<file path="config.mk">
export PLATFORM = sky130hd
export DESIGN_NAME = rv_core
export DESIGN_NICKNAME = d
export VERILOG_FILES = /design/src/logic/rv_pkg.sv /design/src/logic/rv_core.sv /design/src/logic/rv_writeback.sv /design/src/logic/rv_mem_stage.sv /design/src/logic/rv_alu.sv /design/src/logic/rv_decode.sv /design/src/logic/rv_regfile.sv /design/src/logic/rv_fetch.sv
export SDC_FILE = /design/constraint.sdc
export NUM_CORES = 2
export LEC_CHECK = 0
export BUFFER_PORTS_ARGS = -buffer_cell sky130_fd_sc_hd__buf_2
export CORE_ASPECT_RATIO = 1.5
export CORE_UTILIZATION = 55
export DETAILED_ROUTE_END_ITERATION = 10
export MAX_ROUTING_LAYER = met4
export PLACE_DENSITY = 0.74
export SYNTH_ARGS = -nofsm -noshare
export SYNTH_HDL_FRONTEND = slang
export SYNTH_SLANG_ARGS = --single-unit
</file>
<file path="constraint.sdc">
create_clock -name CK_REF -period 3.6 [get_ports CK_REF]
set_input_delay 0.18 -clock CK_REF [delete_from_list [all_inputs] [get_ports CK_REF]]
set_output_delay 0.18 -clock CK_REF [all_outputs]
set_load 0.05 [all_outputs]
</file>
<file path="src/logic/rv_pkg.sv">
package rv_pkg;

    // ******************************
    // Widths and pipeline constants
    // ******************************
    localparam int XLEN       = 32;   // Data path width
    localparam int REG_COUNT  = 32;   // x0 .. x31
    localparam int MEM_ADDR_W = 16;   // Data memory address width
    localparam int INST_STEP  = 4;    // Bytes per instruction

    typedef logic [XLEN-1:0]       word_t;
    typedef logic [4:0]            reg_idx_t;
    typedef logic [MEM_ADDR_W-1:0] mem_addr_t;

    localparam word_t BUBBLE_WORD = '0;   // All-zero word, no effect on any stage

    // Major opcodes kept in this core, anything else decodes as a bubble
    typedef enum logic [6:0] {
        OPC_BUBBLE = 7'b000_0000,
        OPC_LOAD   = 7'b000_0011,
        OPC_OP_IMM = 7'b001_0011,
        OPC_STORE  = 7'b010_0011,
        OPC_OP     = 7'b011_0011
    } opcode_e;

    typedef enum logic [3:0] {
        ALU_ADD  = 4'd0,
        ALU_SUB  = 4'd1,
        ALU_SLL  = 4'd2,
        ALU_SLT  = 4'd3,
        ALU_SLTU = 4'd4,
        ALU_XOR  = 4'd5,
        ALU_SRL  = 4'd6,
        ALU_SRA  = 4'd7,
        ALU_OR   = 4'd8,
        ALU_AND  = 4'd9
    } alu_op_e;

    typedef enum logic [1:0] {
        MEM_NOP   = 2'd0,
        MEM_LOAD  = 2'd1,
        MEM_STORE = 2'd2
    } mem_op_e;

    // Access size, also carries the extension kind for loads and stores
    typedef enum logic [2:0] {
        SIZE_WORD   = 3'd0,
        SIZE_HALF_U = 3'd1,
        SIZE_HALF_S = 3'd2,
        SIZE_BYTE_U = 3'd3,
        SIZE_BYTE_S = 3'd4
    } size_e;

endpackage
</file>
<file path="src/logic/rv_core.sv">
`timescale 1ns/1ns

module rv_core (
    input  logic              CK_REF,
    input  logic              RST_N,
    input  logic              halt,          // Stalls every stage while high
    input  rv_pkg::word_t     inst_data,
    input  rv_pkg::word_t     mem_rd_data,
    output rv_pkg::word_t     inst_addr,
    output logic              mem_read_wrn,
    output rv_pkg::mem_addr_t mem_addr,
    output rv_pkg::word_t     mem_wr_data
);

    // Fetch to decode
    rv_pkg::word_t    instr;
    // Register file
    rv_pkg::reg_idx_t rs1_idx, rs2_idx, reg_wr_idx;
    rv_pkg::word_t    rs1_data, rs2_data, reg_wr_data;
    logic             reg_wr_en;
    // Decode to execute
    rv_pkg::alu_op_e  ex_alu_op;
    rv_pkg::word_t    ex_a, ex_b, ex_store_data;
    rv_pkg::reg_idx_t ex_rd;
    rv_pkg::mem_op_e  ex_mem_op;
    rv_pkg::size_e    ex_size;
    logic             ex_wb_en, ex_wb_from_alu;
    // Execute to memory
    rv_pkg::word_t    mem_result, mem_store_data;
    rv_pkg::reg_idx_t mem_rd;
    rv_pkg::mem_op_e  mem_mem_op;
    rv_pkg::size_e    mem_size;
    logic             mem_wb_en, mem_wb_from_alu;
    // Memory to write-back
    rv_pkg::word_t    wb_result;
    rv_pkg::reg_idx_t wb_rd;
    rv_pkg::size_e    wb_size;
    logic             wb_en, wb_from_alu;

    rv_fetch u_fetch (
        .CK_REF(CK_REF), .RST_N(RST_N), .halt(halt),
        .inst_data(inst_data), .inst_addr(inst_addr), .instr(instr)
    );

    rv_regfile u_regfile (
        .CK_REF(CK_REF), .RST_N(RST_N),
        .rs1_idx(rs1_idx), .rs2_idx(rs2_idx), .rs1_data(rs1_data), .rs2_data(rs2_data),
        .wr_en(reg_wr_en), .wr_idx(reg_wr_idx), .wr_data(reg_wr_data)
    );

    rv_decode u_decode (
        .CK_REF(CK_REF), .RST_N(RST_N), .halt(halt), .instr(instr),
        .rs1_idx(rs1_idx), .rs2_idx(rs2_idx), .rs1_data(rs1_data), .rs2_data(rs2_data),
        .ex_alu_op(ex_alu_op), .ex_a(ex_a), .ex_b(ex_b), .ex_rd(ex_rd),
        .ex_mem_op(ex_mem_op), .ex_size(ex_size), .ex_wb_en(ex_wb_en),
        .ex_wb_from_alu(ex_wb_from_alu), .ex_store_data(ex_store_data)
    );

    rv_alu u_alu (
        .CK_REF(CK_REF), .RST_N(RST_N), .halt(halt),
        .alu_op(ex_alu_op), .a(ex_a), .b(ex_b), .rd(ex_rd), .mem_op(ex_mem_op),
        .size(ex_size), .wb_en(ex_wb_en), .wb_from_alu(ex_wb_from_alu),
        .store_data(ex_store_data),
        .mem_result(mem_result), .mem_rd(mem_rd), .mem_mem_op(mem_mem_op),
        .mem_size(mem_size), .mem_wb_en(mem_wb_en), .mem_wb_from_alu(mem_wb_from_alu),
        .mem_store_data(mem_store_data)
    );

    rv_mem_stage u_mem_stage (
        .CK_REF(CK_REF), .RST_N(RST_N), .halt(halt),
        .result(mem_result), .rd(mem_rd), .mem_op(mem_mem_op), .size(mem_size),
        .wb_en(mem_wb_en), .wb_from_alu(mem_wb_from_alu), .store_data(mem_store_data),
        .mem_read_wrn(mem_read_wrn), .mem_addr(mem_addr), .mem_wr_data(mem_wr_data),
        .wb_result(wb_result), .wb_rd(wb_rd), .wb_size(wb_size),
        .wb_wb_en(wb_en), .wb_wb_from_alu(wb_from_alu)
    );

    rv_writeback u_writeback (
        .result(wb_result), .rd(wb_rd), .size(wb_size), .wb_en(wb_en),
        .wb_from_alu(wb_from_alu), .mem_rd_data(mem_rd_data),
        .reg_wr_en(reg_wr_en), .reg_wr_idx(reg_wr_idx), .reg_wr_data(reg_wr_data)
    );

endmodule

</file>
<file path="src/logic/rv_writeback.sv">
`timescale 1ns/1ns

module rv_writeback (
    input  rv_pkg::word_t    result,        // ALU result from the memory stage register
    input  rv_pkg::reg_idx_t rd,
    input  rv_pkg::size_e    size,
    input  logic             wb_en,
    input  logic             wb_from_alu,
    input  rv_pkg::word_t    mem_rd_data,   // Load word, valid since the previous edge
    output logic             reg_wr_en,
    output rv_pkg::reg_idx_t reg_wr_idx,
    output rv_pkg::word_t    reg_wr_data
);

    rv_pkg::word_t load_sized;

    // ******************************
    // Load extension
    // ******************************
    always_comb begin
        case (size)
            rv_pkg::SIZE_HALF_U: load_sized = {16'd0, mem_rd_data[15:0]};
            rv_pkg::SIZE_HALF_S: load_sized = {{16{mem_rd_data[15]}}, mem_rd_data[15:0]};
            rv_pkg::SIZE_BYTE_U: load_sized = {24'd0, mem_rd_data[7:0]};
            rv_pkg::SIZE_BYTE_S: load_sized = {{24{mem_rd_data[7]}}, mem_rd_data[7:0]};
            default:             load_sized = mem_rd_data;   // LW
        endcase
    end

    // Register file takes these at the next edge
    assign reg_wr_en   = wb_en;
    assign reg_wr_idx  = rd;
    assign reg_wr_data = wb_from_alu ? result : load_sized;

endmodule

</file>
<file path="src/logic/rv_mem_stage.sv">
`timescale 1ns/1ns

module rv_mem_stage (
    input  logic              CK_REF,
    input  logic              RST_N,
    input  logic              halt,
    input  rv_pkg::word_t     result,
    input  rv_pkg::reg_idx_t  rd,
    input  rv_pkg::mem_op_e   mem_op,
    input  rv_pkg::size_e     size,
    input  logic              wb_en,
    input  logic              wb_from_alu,
    input  rv_pkg::word_t     store_data,
    // Data memory port, combinational from the execute register
    output logic              mem_read_wrn,   // Low for a whole store cycle
    output rv_pkg::mem_addr_t mem_addr,
    output rv_pkg::word_t     mem_wr_data,
    // Memory-to-writeback register
    output rv_pkg::word_t     wb_result,
    output rv_pkg::reg_idx_t  wb_rd,
    output rv_pkg::size_e     wb_size,
    output logic              wb_wb_en,
    output logic              wb_wb_from_alu
);

    rv_pkg::word_t store_sized;

    // SB and SH put their value on the bus sign-extended
    always_comb begin
        case (size)
            rv_pkg::SIZE_BYTE_S: store_sized = {{24{store_data[7]}}, store_data[7:0]};
            rv_pkg::SIZE_HALF_S: store_sized = {{16{store_data[15]}}, store_data[15:0]};
            default:             store_sized = store_data;
        endcase
    end

    always_comb begin
        mem_read_wrn = 1'b1;   // Idle bus reads address zero
        mem_addr     = '0;
        mem_wr_data  = '0;
        if (mem_op == rv_pkg::MEM_LOAD) begin
            mem_addr = result[rv_pkg::MEM_ADDR_W-1:0];
        end else if (mem_op == rv_pkg::MEM_STORE) begin
            mem_read_wrn = 1'b0;
            mem_addr     = result[rv_pkg::MEM_ADDR_W-1:0];
            mem_wr_data  = store_sized;
        end
    end

    always_ff @(posedge CK_REF or negedge RST_N) begin
        if (!RST_N) begin
            wb_result      <= '0;
            wb_rd          <= '0;
            wb_size        <= rv_pkg::SIZE_WORD;
            wb_wb_en       <= 1'b0;
            wb_wb_from_alu <= 1'b1;
        end else if (!halt) begin
            wb_result      <= result;
            wb_rd          <= rd;
            wb_size        <= size;
            wb_wb_en       <= wb_en;
            wb_wb_from_alu <= wb_from_alu;
        end
    end

endmodule

</file>
<file path="src/logic/rv_alu.sv">
`timescale 1ns/1ns

module rv_alu (
    input  logic             CK_REF,
    input  logic             RST_N,
    input  logic             halt,
    input  rv_pkg::alu_op_e  alu_op,
    input  rv_pkg::word_t    a,
    input  rv_pkg::word_t    b,
    input  rv_pkg::reg_idx_t rd,
    input  rv_pkg::mem_op_e  mem_op,
    input  rv_pkg::size_e    size,
    input  logic             wb_en,
    input  logic             wb_from_alu,
    input  rv_pkg::word_t    store_data,
    output rv_pkg::word_t    mem_result,   // ALU result, also the memory address
    output rv_pkg::reg_idx_t mem_rd,
    output rv_pkg::mem_op_e  mem_mem_op,
    output rv_pkg::size_e    mem_size,
    output logic             mem_wb_en,
    output logic             mem_wb_from_alu,
    output rv_pkg::word_t    mem_store_data
);

    rv_pkg::word_t alu_out;
    logic [4:0]    shamt;

    assign shamt = b[4:0];   // Shift amount from low bits only

    always_comb begin
        case (alu_op)
            rv_pkg::ALU_SUB:  alu_out = a - b;
            rv_pkg::ALU_SLL:  alu_out = a << shamt;
            rv_pkg::ALU_SLT:  alu_out = {31'd0, $signed(a) < $signed(b)};
            rv_pkg::ALU_SLTU: alu_out = {31'd0, a < b};
            rv_pkg::ALU_XOR:  alu_out = a ^ b;
            rv_pkg::ALU_SRL:  alu_out = a >> shamt;
            rv_pkg::ALU_SRA:  alu_out = $signed(a) >>> shamt;   // Sign fill
            rv_pkg::ALU_OR:   alu_out = a | b;
            rv_pkg::ALU_AND:  alu_out = a & b;
            default:          alu_out = a + b;   // ALU_ADD
        endcase
    end

    // Execute-to-memory register
    always_ff @(posedge CK_REF or negedge RST_N) begin
        if (!RST_N) begin
            mem_result      <= '0;
            mem_rd          <= '0;
            mem_mem_op      <= rv_pkg::MEM_NOP;
            mem_size        <= rv_pkg::SIZE_WORD;
            mem_wb_en       <= 1'b0;
            mem_wb_from_alu <= 1'b1;
            mem_store_data  <= '0;
        end else if (!halt) begin
            mem_result      <= alu_out;
            mem_rd          <= rd;
            mem_mem_op      <= mem_op;
            mem_size        <= size;
            mem_wb_en       <= wb_en;
            mem_wb_from_alu <= wb_from_alu;
            mem_store_data  <= store_data;
        end
    end

endmodule

</file>
<file path="src/logic/rv_decode.sv">
`timescale 1ns/1ns

module rv_decode (
    input  logic             CK_REF,
    input  logic             RST_N,
    input  logic             halt,
    input  rv_pkg::word_t    instr,
    // Register file read side
    output rv_pkg::reg_idx_t rs1_idx,
    output rv_pkg::reg_idx_t rs2_idx,
    input  rv_pkg::word_t    rs1_data,
    input  rv_pkg::word_t    rs2_data,
    // Decode-to-execute register
    output rv_pkg::alu_op_e  ex_alu_op,
    output rv_pkg::word_t    ex_a,
    output rv_pkg::word_t    ex_b,
    output rv_pkg::reg_idx_t ex_rd,
    output rv_pkg::mem_op_e  ex_mem_op,
    output rv_pkg::size_e    ex_size,
    output logic             ex_wb_en,         // Register write at write-back
    output logic             ex_wb_from_alu,   // 1 ALU result, 0 load data
    output rv_pkg::word_t    ex_store_data
);

    logic [2:0]       funct3;
    rv_pkg::word_t    imm_i, imm_s;
    rv_pkg::alu_op_e  alu_op_d;
    rv_pkg::word_t    a_d, b_d, store_d;
    rv_pkg::reg_idx_t rd_d;
    rv_pkg::mem_op_e  mem_op_d;
    rv_pkg::size_e    size_d;
    logic             wb_en_d, wb_from_alu_d;

    assign funct3  = instr[14:12];
    assign rs1_idx = instr[19:15];
    assign rs2_idx = instr[24:20];

    // Sign-extended immediates
    assign imm_i = {{20{instr[31]}}, instr[31:20]};
    assign imm_s = {{20{instr[31]}}, instr[31:25], instr[11:7]};

    // ******************************
    // Field decode
    // ******************************
    always_comb begin
        // Inactive defaults, used as-is for bubble and unknown opcodes
        alu_op_d      = rv_pkg::ALU_ADD;
        a_d           = rs1_data;
        b_d           = imm_i;
        rd_d          = '0;
        mem_op_d      = rv_pkg::MEM_NOP;
        size_d        = rv_pkg::SIZE_WORD;
        wb_en_d       = 1'b0;
        wb_from_alu_d = 1'b1;
        store_d       = '0;

        // Size from funct3, same map for loads and stores
        case (funct3)
            3'b000:  size_d = rv_pkg::SIZE_BYTE_S;
            3'b001:  size_d = rv_pkg::SIZE_HALF_S;
            3'b100:  size_d = rv_pkg::SIZE_BYTE_U;
            3'b101:  size_d = rv_pkg::SIZE_HALF_U;
            default: size_d = rv_pkg::SIZE_WORD;
        endcase

        // ALU op, bit 30 picks SUB only on register-register
        case (funct3)
            3'b000:  alu_op_d = (instr[6:0] == rv_pkg::OPC_OP && instr[30]) ?
                                rv_pkg::ALU_SUB : rv_pkg::ALU_ADD;
            3'b001:  alu_op_d = rv_pkg::ALU_SLL;
            3'b010:  alu_op_d = rv_pkg::ALU_SLT;
            3'b011:  alu_op_d = rv_pkg::ALU_SLTU;
            3'b100:  alu_op_d = rv_pkg::ALU_XOR;
            3'b101:  alu_op_d = instr[30] ? rv_pkg::ALU_SRA : rv_pkg::ALU_SRL;
            3'b110:  alu_op_d = rv_pkg::ALU_OR;
            default: alu_op_d = rv_pkg::ALU_AND;
        endcase

        case (instr[6:0])
            rv_pkg::OPC_OP_IMM: begin
                rd_d    = instr[11:7];
                wb_en_d = 1'b1;
            end
            rv_pkg::OPC_OP: begin
                rd_d    = instr[11:7];
                b_d     = rs2_data;
                wb_en_d = 1'b1;
            end
            rv_pkg::OPC_LOAD: begin
                alu_op_d      = rv_pkg::ALU_ADD;   // Address = rs1 + imm
                rd_d          = instr[11:7];
                mem_op_d      = rv_pkg::MEM_LOAD;
                wb_en_d       = 1'b1;
                wb_from_alu_d = 1'b0;
            end
            rv_pkg::OPC_STORE: begin
                alu_op_d = rv_pkg::ALU_ADD;
                b_d      = imm_s;
                mem_op_d = rv_pkg::MEM_STORE;
                store_d  = rs2_data;   // Sized later in the memory stage
            end
            default: begin
                // Bubble: nothing reaches memory or the register file
                alu_op_d = rv_pkg::ALU_ADD;
                size_d   = rv_pkg::SIZE_WORD;
            end
        endcase
    end

    always_ff @(posedge CK_REF or negedge RST_N) begin
        if (!RST_N) begin
            ex_alu_op      <= rv_pkg::ALU_ADD;
            ex_a           <= '0;
            ex_b           <= '0;
            ex_rd          <= '0;
            ex_mem_op      <= rv_pkg::MEM_NOP;
            ex_size        <= rv_pkg::SIZE_WORD;
            ex_wb_en       <= 1'b0;
            ex_wb_from_alu <= 1'b1;
            ex_store_data  <= '0;
        end else if (!halt) begin
            ex_alu_op      <= alu_op_d;
            ex_a           <= a_d;
            ex_b           <= b_d;
            ex_rd          <= rd_d;
            ex_mem_op      <= mem_op_d;
            ex_size        <= size_d;
            ex_wb_en       <= wb_en_d;
            ex_wb_from_alu <= wb_from_alu_d;
            ex_store_data  <= store_d;
        end
    end

endmodule

</file>
<file path="src/logic/rv_regfile.sv">
`timescale 1ns/1ns

module rv_regfile (
    input  logic            CK_REF,
    input  logic            RST_N,
    input  rv_pkg::reg_idx_t rs1_idx,
    input  rv_pkg::reg_idx_t rs2_idx,
    output rv_pkg::word_t    rs1_data,
    output rv_pkg::word_t    rs2_data,
    input  logic            wr_en,
    input  rv_pkg::reg_idx_t wr_idx,
    input  rv_pkg::word_t    wr_data
);

    rv_pkg::word_t regs [rv_pkg::REG_COUNT];

    // Reads are combinational so decode sees a write from the same edge
    assign rs1_data = regs[rs1_idx];
    assign rs2_data = regs[rs2_idx];

    always_ff @(posedge CK_REF or negedge RST_N) begin
        if (!RST_N) begin
            for (int i = 0; i < rv_pkg::REG_COUNT; i++) begin
                regs[i] <= '0;
            end
        end else if (wr_en && (wr_idx != '0)) begin   // x0 never written, reads zero
            regs[wr_idx] <= wr_data;
        end
    end

endmodule

</file>
<file path="src/logic/rv_fetch.sv">
`timescale 1ns/1ns

module rv_fetch (
    input  logic          CK_REF,
    input  logic          RST_N,
    input  logic          halt,        // Stall level, holds PC and IR
    input  rv_pkg::word_t inst_data,   // Word at inst_addr
    output rv_pkg::word_t inst_addr,
    output rv_pkg::word_t instr        // Instruction register toward decode
);

    rv_pkg::word_t pc;

    assign inst_addr = pc;   // PC drives the code memory directly

    always_ff @(posedge CK_REF or negedge RST_N) begin
        if (!RST_N) begin
            pc    <= '0;
            instr <= rv_pkg::BUBBLE_WORD;   // Pipeline starts empty
        end else if (!halt) begin
            pc    <= pc + rv_pkg::word_t'(rv_pkg::INST_STEP);
            instr <= inst_data;   // Captured as PC moves past its address
        end
    end

endmodule

</file>
==> impl_metrics.env <==
export IMPL_status="finished, final reports clean"
export IMPL_cap_violations=0
export IMPL_rsz0062_at_grt="false"
export IMPL_drt_iter0_markers=6431
export IMPL_die_h_um=444
export IMPL_drc=0
export IMPL_htree_num_levels=3
export IMPL_setup_viol=0
export IMPL_async_reset_ff_frac=1.00
export IMPL_path_class="flip-flop to flip-flop"
export IMPL_final_cell_mix="dfrtp_1, nand2_1, o21ai_0"
export IMPL_routabilityCongestion=1.08
export IMPL_wl_um=247000
export IMPL_die_area_um2=132000
export IMPL_ys_types=85
export IMPL_ctsRootBufferMaster="clkbuf_16"
export IMPL_via_count=56655
export IMPL_fin_crit_sh=0.953
export IMPL_ys_seq_area_frac=0.459
export IMPL_dp_hpwl_um=164000
export IMPL_synth_edf_count=0
export IMPL_core_area_um2=130000
export IMPL_worstMarginPinSlew_ns=1.31
export IMPL_critPathRequiredTime_ns=4.22
export IMPL_final_setup_worst_slack_ns=0.168
export IMPL_clkTransAtPathRegs_ns=0.07
export IMPL_io_pins=148
export IMPL_ys_seq_elements=1316
export IMPL_grt_ovfl_total=0
export IMPL_fmax_ghz=0.291
export IMPL_fin_nets=6814
export IMPL_area_growth_pct=12.1
export IMPL_power_frac_seq=0.429
export IMPL_p_comb_frac=0.210
export IMPL_holdCritPathClass="primary input to flip-flop"
export IMPL_grt_max_degree=137
export IMPL_swShare=0.315
export IMPL_yosysWarnings=0
export IMPL_placed_area_um2=75900
export IMPL_drt_pass1_iterations=6
export IMPL_grt_pass1_vias=57761
export IMPL_insertion_delay_ns=0.78
export IMPL_ir_drop_mv=0.445
export IMPL_start_util=0.553
export IMPL_skew_ns=0.0404
export IMPL_cp_arrival_ns=4.05
export IMPL_layout_commonest_cell="dfrtp_1"
export IMPL_cts_setup_buffers=0
export IMPL_internal_power_mw=25.3
export IMPL_ant_nets=0
export IMPL_synthCells=6628
export IMPL_wl_per_cell_um=29.1
export IMPL_grt_use_total=0.390
export IMPL_place_ws_ns=-0.000534
export IMPL_stdcell_area_um2=80400
export IMPL_synth_ff_type="dfrtp_1"
export IMPL_port_buffers=145
export IMPL_slew_headroom=0.128
export IMPL_drive_gt1_frac=0.233
export IMPL_antenna_found_initial=11
export IMPL_hold_viol_final=0
export IMPL_synth_top_area_share=0.458
export IMPL_worstSetupStartpointType="flip-flop"
export IMPL_die_w_um=297
export IMPL_p_leak_nw=34.7
export IMPL_cts_sinks=1316
export IMPL_cp_max_fo=20
export IMPL_power_switching_mw=11.7
export IMPL_r2r_slack_ns=0.17
export IMPL_numCtsBuffers=118
export IMPL_cts_tree="yes"
export IMPL_synth_area_leader_cell="dfrtp_1"
export IMPL_rows=162
export IMPL_grt_pass1_wl_um=370000
export IMPL_clock_path_buffers=3
export IMPL_end_kind="flip-flop"
export IMPL_fin_crit_ns=3.43
export IMPL_syn_cell_area_um2=71800
export IMPL_pwr_density_cell_nw_per_um2=460
export IMPL_synthTopCellsByArea="dfrtp_1, mux4_2, o21ai_0, nand2_1, clkbuf_1"
export IMPL_drv_slew=0
export IMPL_pwr_share_clk=0.361
export IMPL_nFillCells=10025
export IMPL_syn_area_per_cell_um2=10.8
export IMPL_viasPerCell=6.68
-- power by group through the flow --
| stage | registers [mW] | logic (mW) | clock network, mW |
|---|---|---|---|
| 2_1_floorplan | 15.9 | 4.56 | 0 |
| 5_1_grt | 15.9 | 8.20 | 13.9 |
| 4_1_cts | 15.9 | 7.62 | 13.4 |
| 6_report | 15.9 | 7.76 | 13.3 |
| 3_3_place_gp | 16.1 | 7.53 | 0 |
| 3_5_place_dp | 16.1 | 7.55 | 0 |
-- worst paths after layout --
kind | depth (start not counted) | startpoint | to
hold / removal | 4 | mem_rd_data[6] | u_regfile.regs[774]
hold reg to reg | 0 | u_regfile.regs[1013] | u_regfile.regs[1013]
max in group asynchronous | 5 | RST_N | u_regfile.regs[453]
min in group asynchronous | 3 | RST_N | u_mem_stage.wb_result[24]
setup reg to reg | 9 | u_decode.ex_alu_op[1] | u_alu.mem_result[20]
setup / recovery | 9 | u_decode.ex_alu_op[1] | u_alu.mem_result[20]
-- state kept, by name (all words and copies together) (netlist names), 2 cells and up --
name                    flops
u_regfile.regs           1024
u_alu.mem_result           32
u_alu.mem_store_data       32
u_decode.ex_a              32
u_decode.ex_b              32
u_decode.ex_store_data     32
u_fetch.instr              32
u_mem_stage.wb_result      32
u_fetch.inst_addr          30
u_alu.mem_rd                5
u_decode.ex_rd              5
u_mem_stage.wb_rd           5
u_decode.ex_alu_op          4
u_alu.mem_size              3
u_decode.ex_size            3
u_mem_stage.wb_size         3
u_alu.mem_mem_op            2
u_decode.ex_mem_op          2
-- area by class of cell --
class,count,area (µm²),area share
Antenna cell,12,30.0,0.000373
Clock buffer,172,3450,0.0429
Clock inverter,52,609,0.00758
Inverter,126,473,0.00588
Tap cell,1722,2150,0.0268
Sequential cell,1316,33000,0.410
Multi-Input combinational cell,4533,36000,0.448
Timing Repair Buffer,552,4680,0.0583
-- synth_stat cells (12+ instances only) --
library cell  instances
a211oi_1             51
a21o_1               17
a21oi_1             235
a221oi_1             28
and2_1               27
and3_1               12
buf_1                63
buf_2                38
clkbuf_1            549
dfrtp_1            1313
ha_1                 98
inv_1               124
mux2_2              117
mux2i_1             122
mux4_2              660
nand2_1            1298
nand2b_1             20
nand3_1              45
nand4_1              13
nor2_1              212
nor2b_1              14
nor3_1               31
nor4_1               16
o211ai_1             27
o21a_1               28
o21ai_0            1220
o31ai_1              13
xnor2_1              31
xor2_1               13
-- through the flow --
step | instances | utilization | hold slack [ns] | power [mW] | TNS [ns]
2_1_floorplan | 6629 | - | -0.116 | 20.5 | 0
5_1_grt | 8481 | 0.620 | 0.0745 | 38.1 | 0
6_report | 8485 | 0.620 | 0.0376 | 37.0 | 0
4_1_cts | 8473 | 0.620 | 0.0171 | 36.9 | 0
3_5_place_dp | 8208 | 0.585 | 0.186 | 23.7 | -0.000534
3_3_place_gp | 8208 | 0.585 | 0.189 | 23.6 | 0
-- layer usage --
layer	part of all wire	track usage	vias up
li1	-	-	24022
met1	0.34	0.451	28519
met2	0.49	0.621	3126
met3	0.085	0.0678	988
met4	0.082	0.276	0
met5	0	-	-
-- cell families after synthesis --
| logic type | Yosys count | synth area share |
|---|---|---|
| AOI/OAI and AO/OA | 1765 | 0.136 |
| xor gates and xnor gates | 44 | 0.00537 |
| adders and majority gates | 100 | 0.0176 |
| buffers and inverters | 780 | 0.0417 |
| DFF | 1316 | 0.459 |
| muxes | 899 | 0.243 |
| other | 1 | 0.0000523 |
| and+or+nand+nor | 1723 | 0.0973 |
-- worst max-delay path: stages, from the launching register on --
cell      delay, ns
dfrtp_1        0.73
nor2_1         0.30
a21boi_2       0.26
buf_4          0.30
buf_12         0.22
o21ai_0        0.11
a221oi_1       0.34
o311ai_0       0.27
a21oi_1        0.55
a222oi_1       0.14
-- what timing repair did --
item,4_1_cts,5_1_grt
endpoints found under the setup margin,1,6
gates resized for setup,1,3
hold endpoints to repair,623,0
hold buffers,41,0
Note: power is estimated with default switching activity, not from simulation.
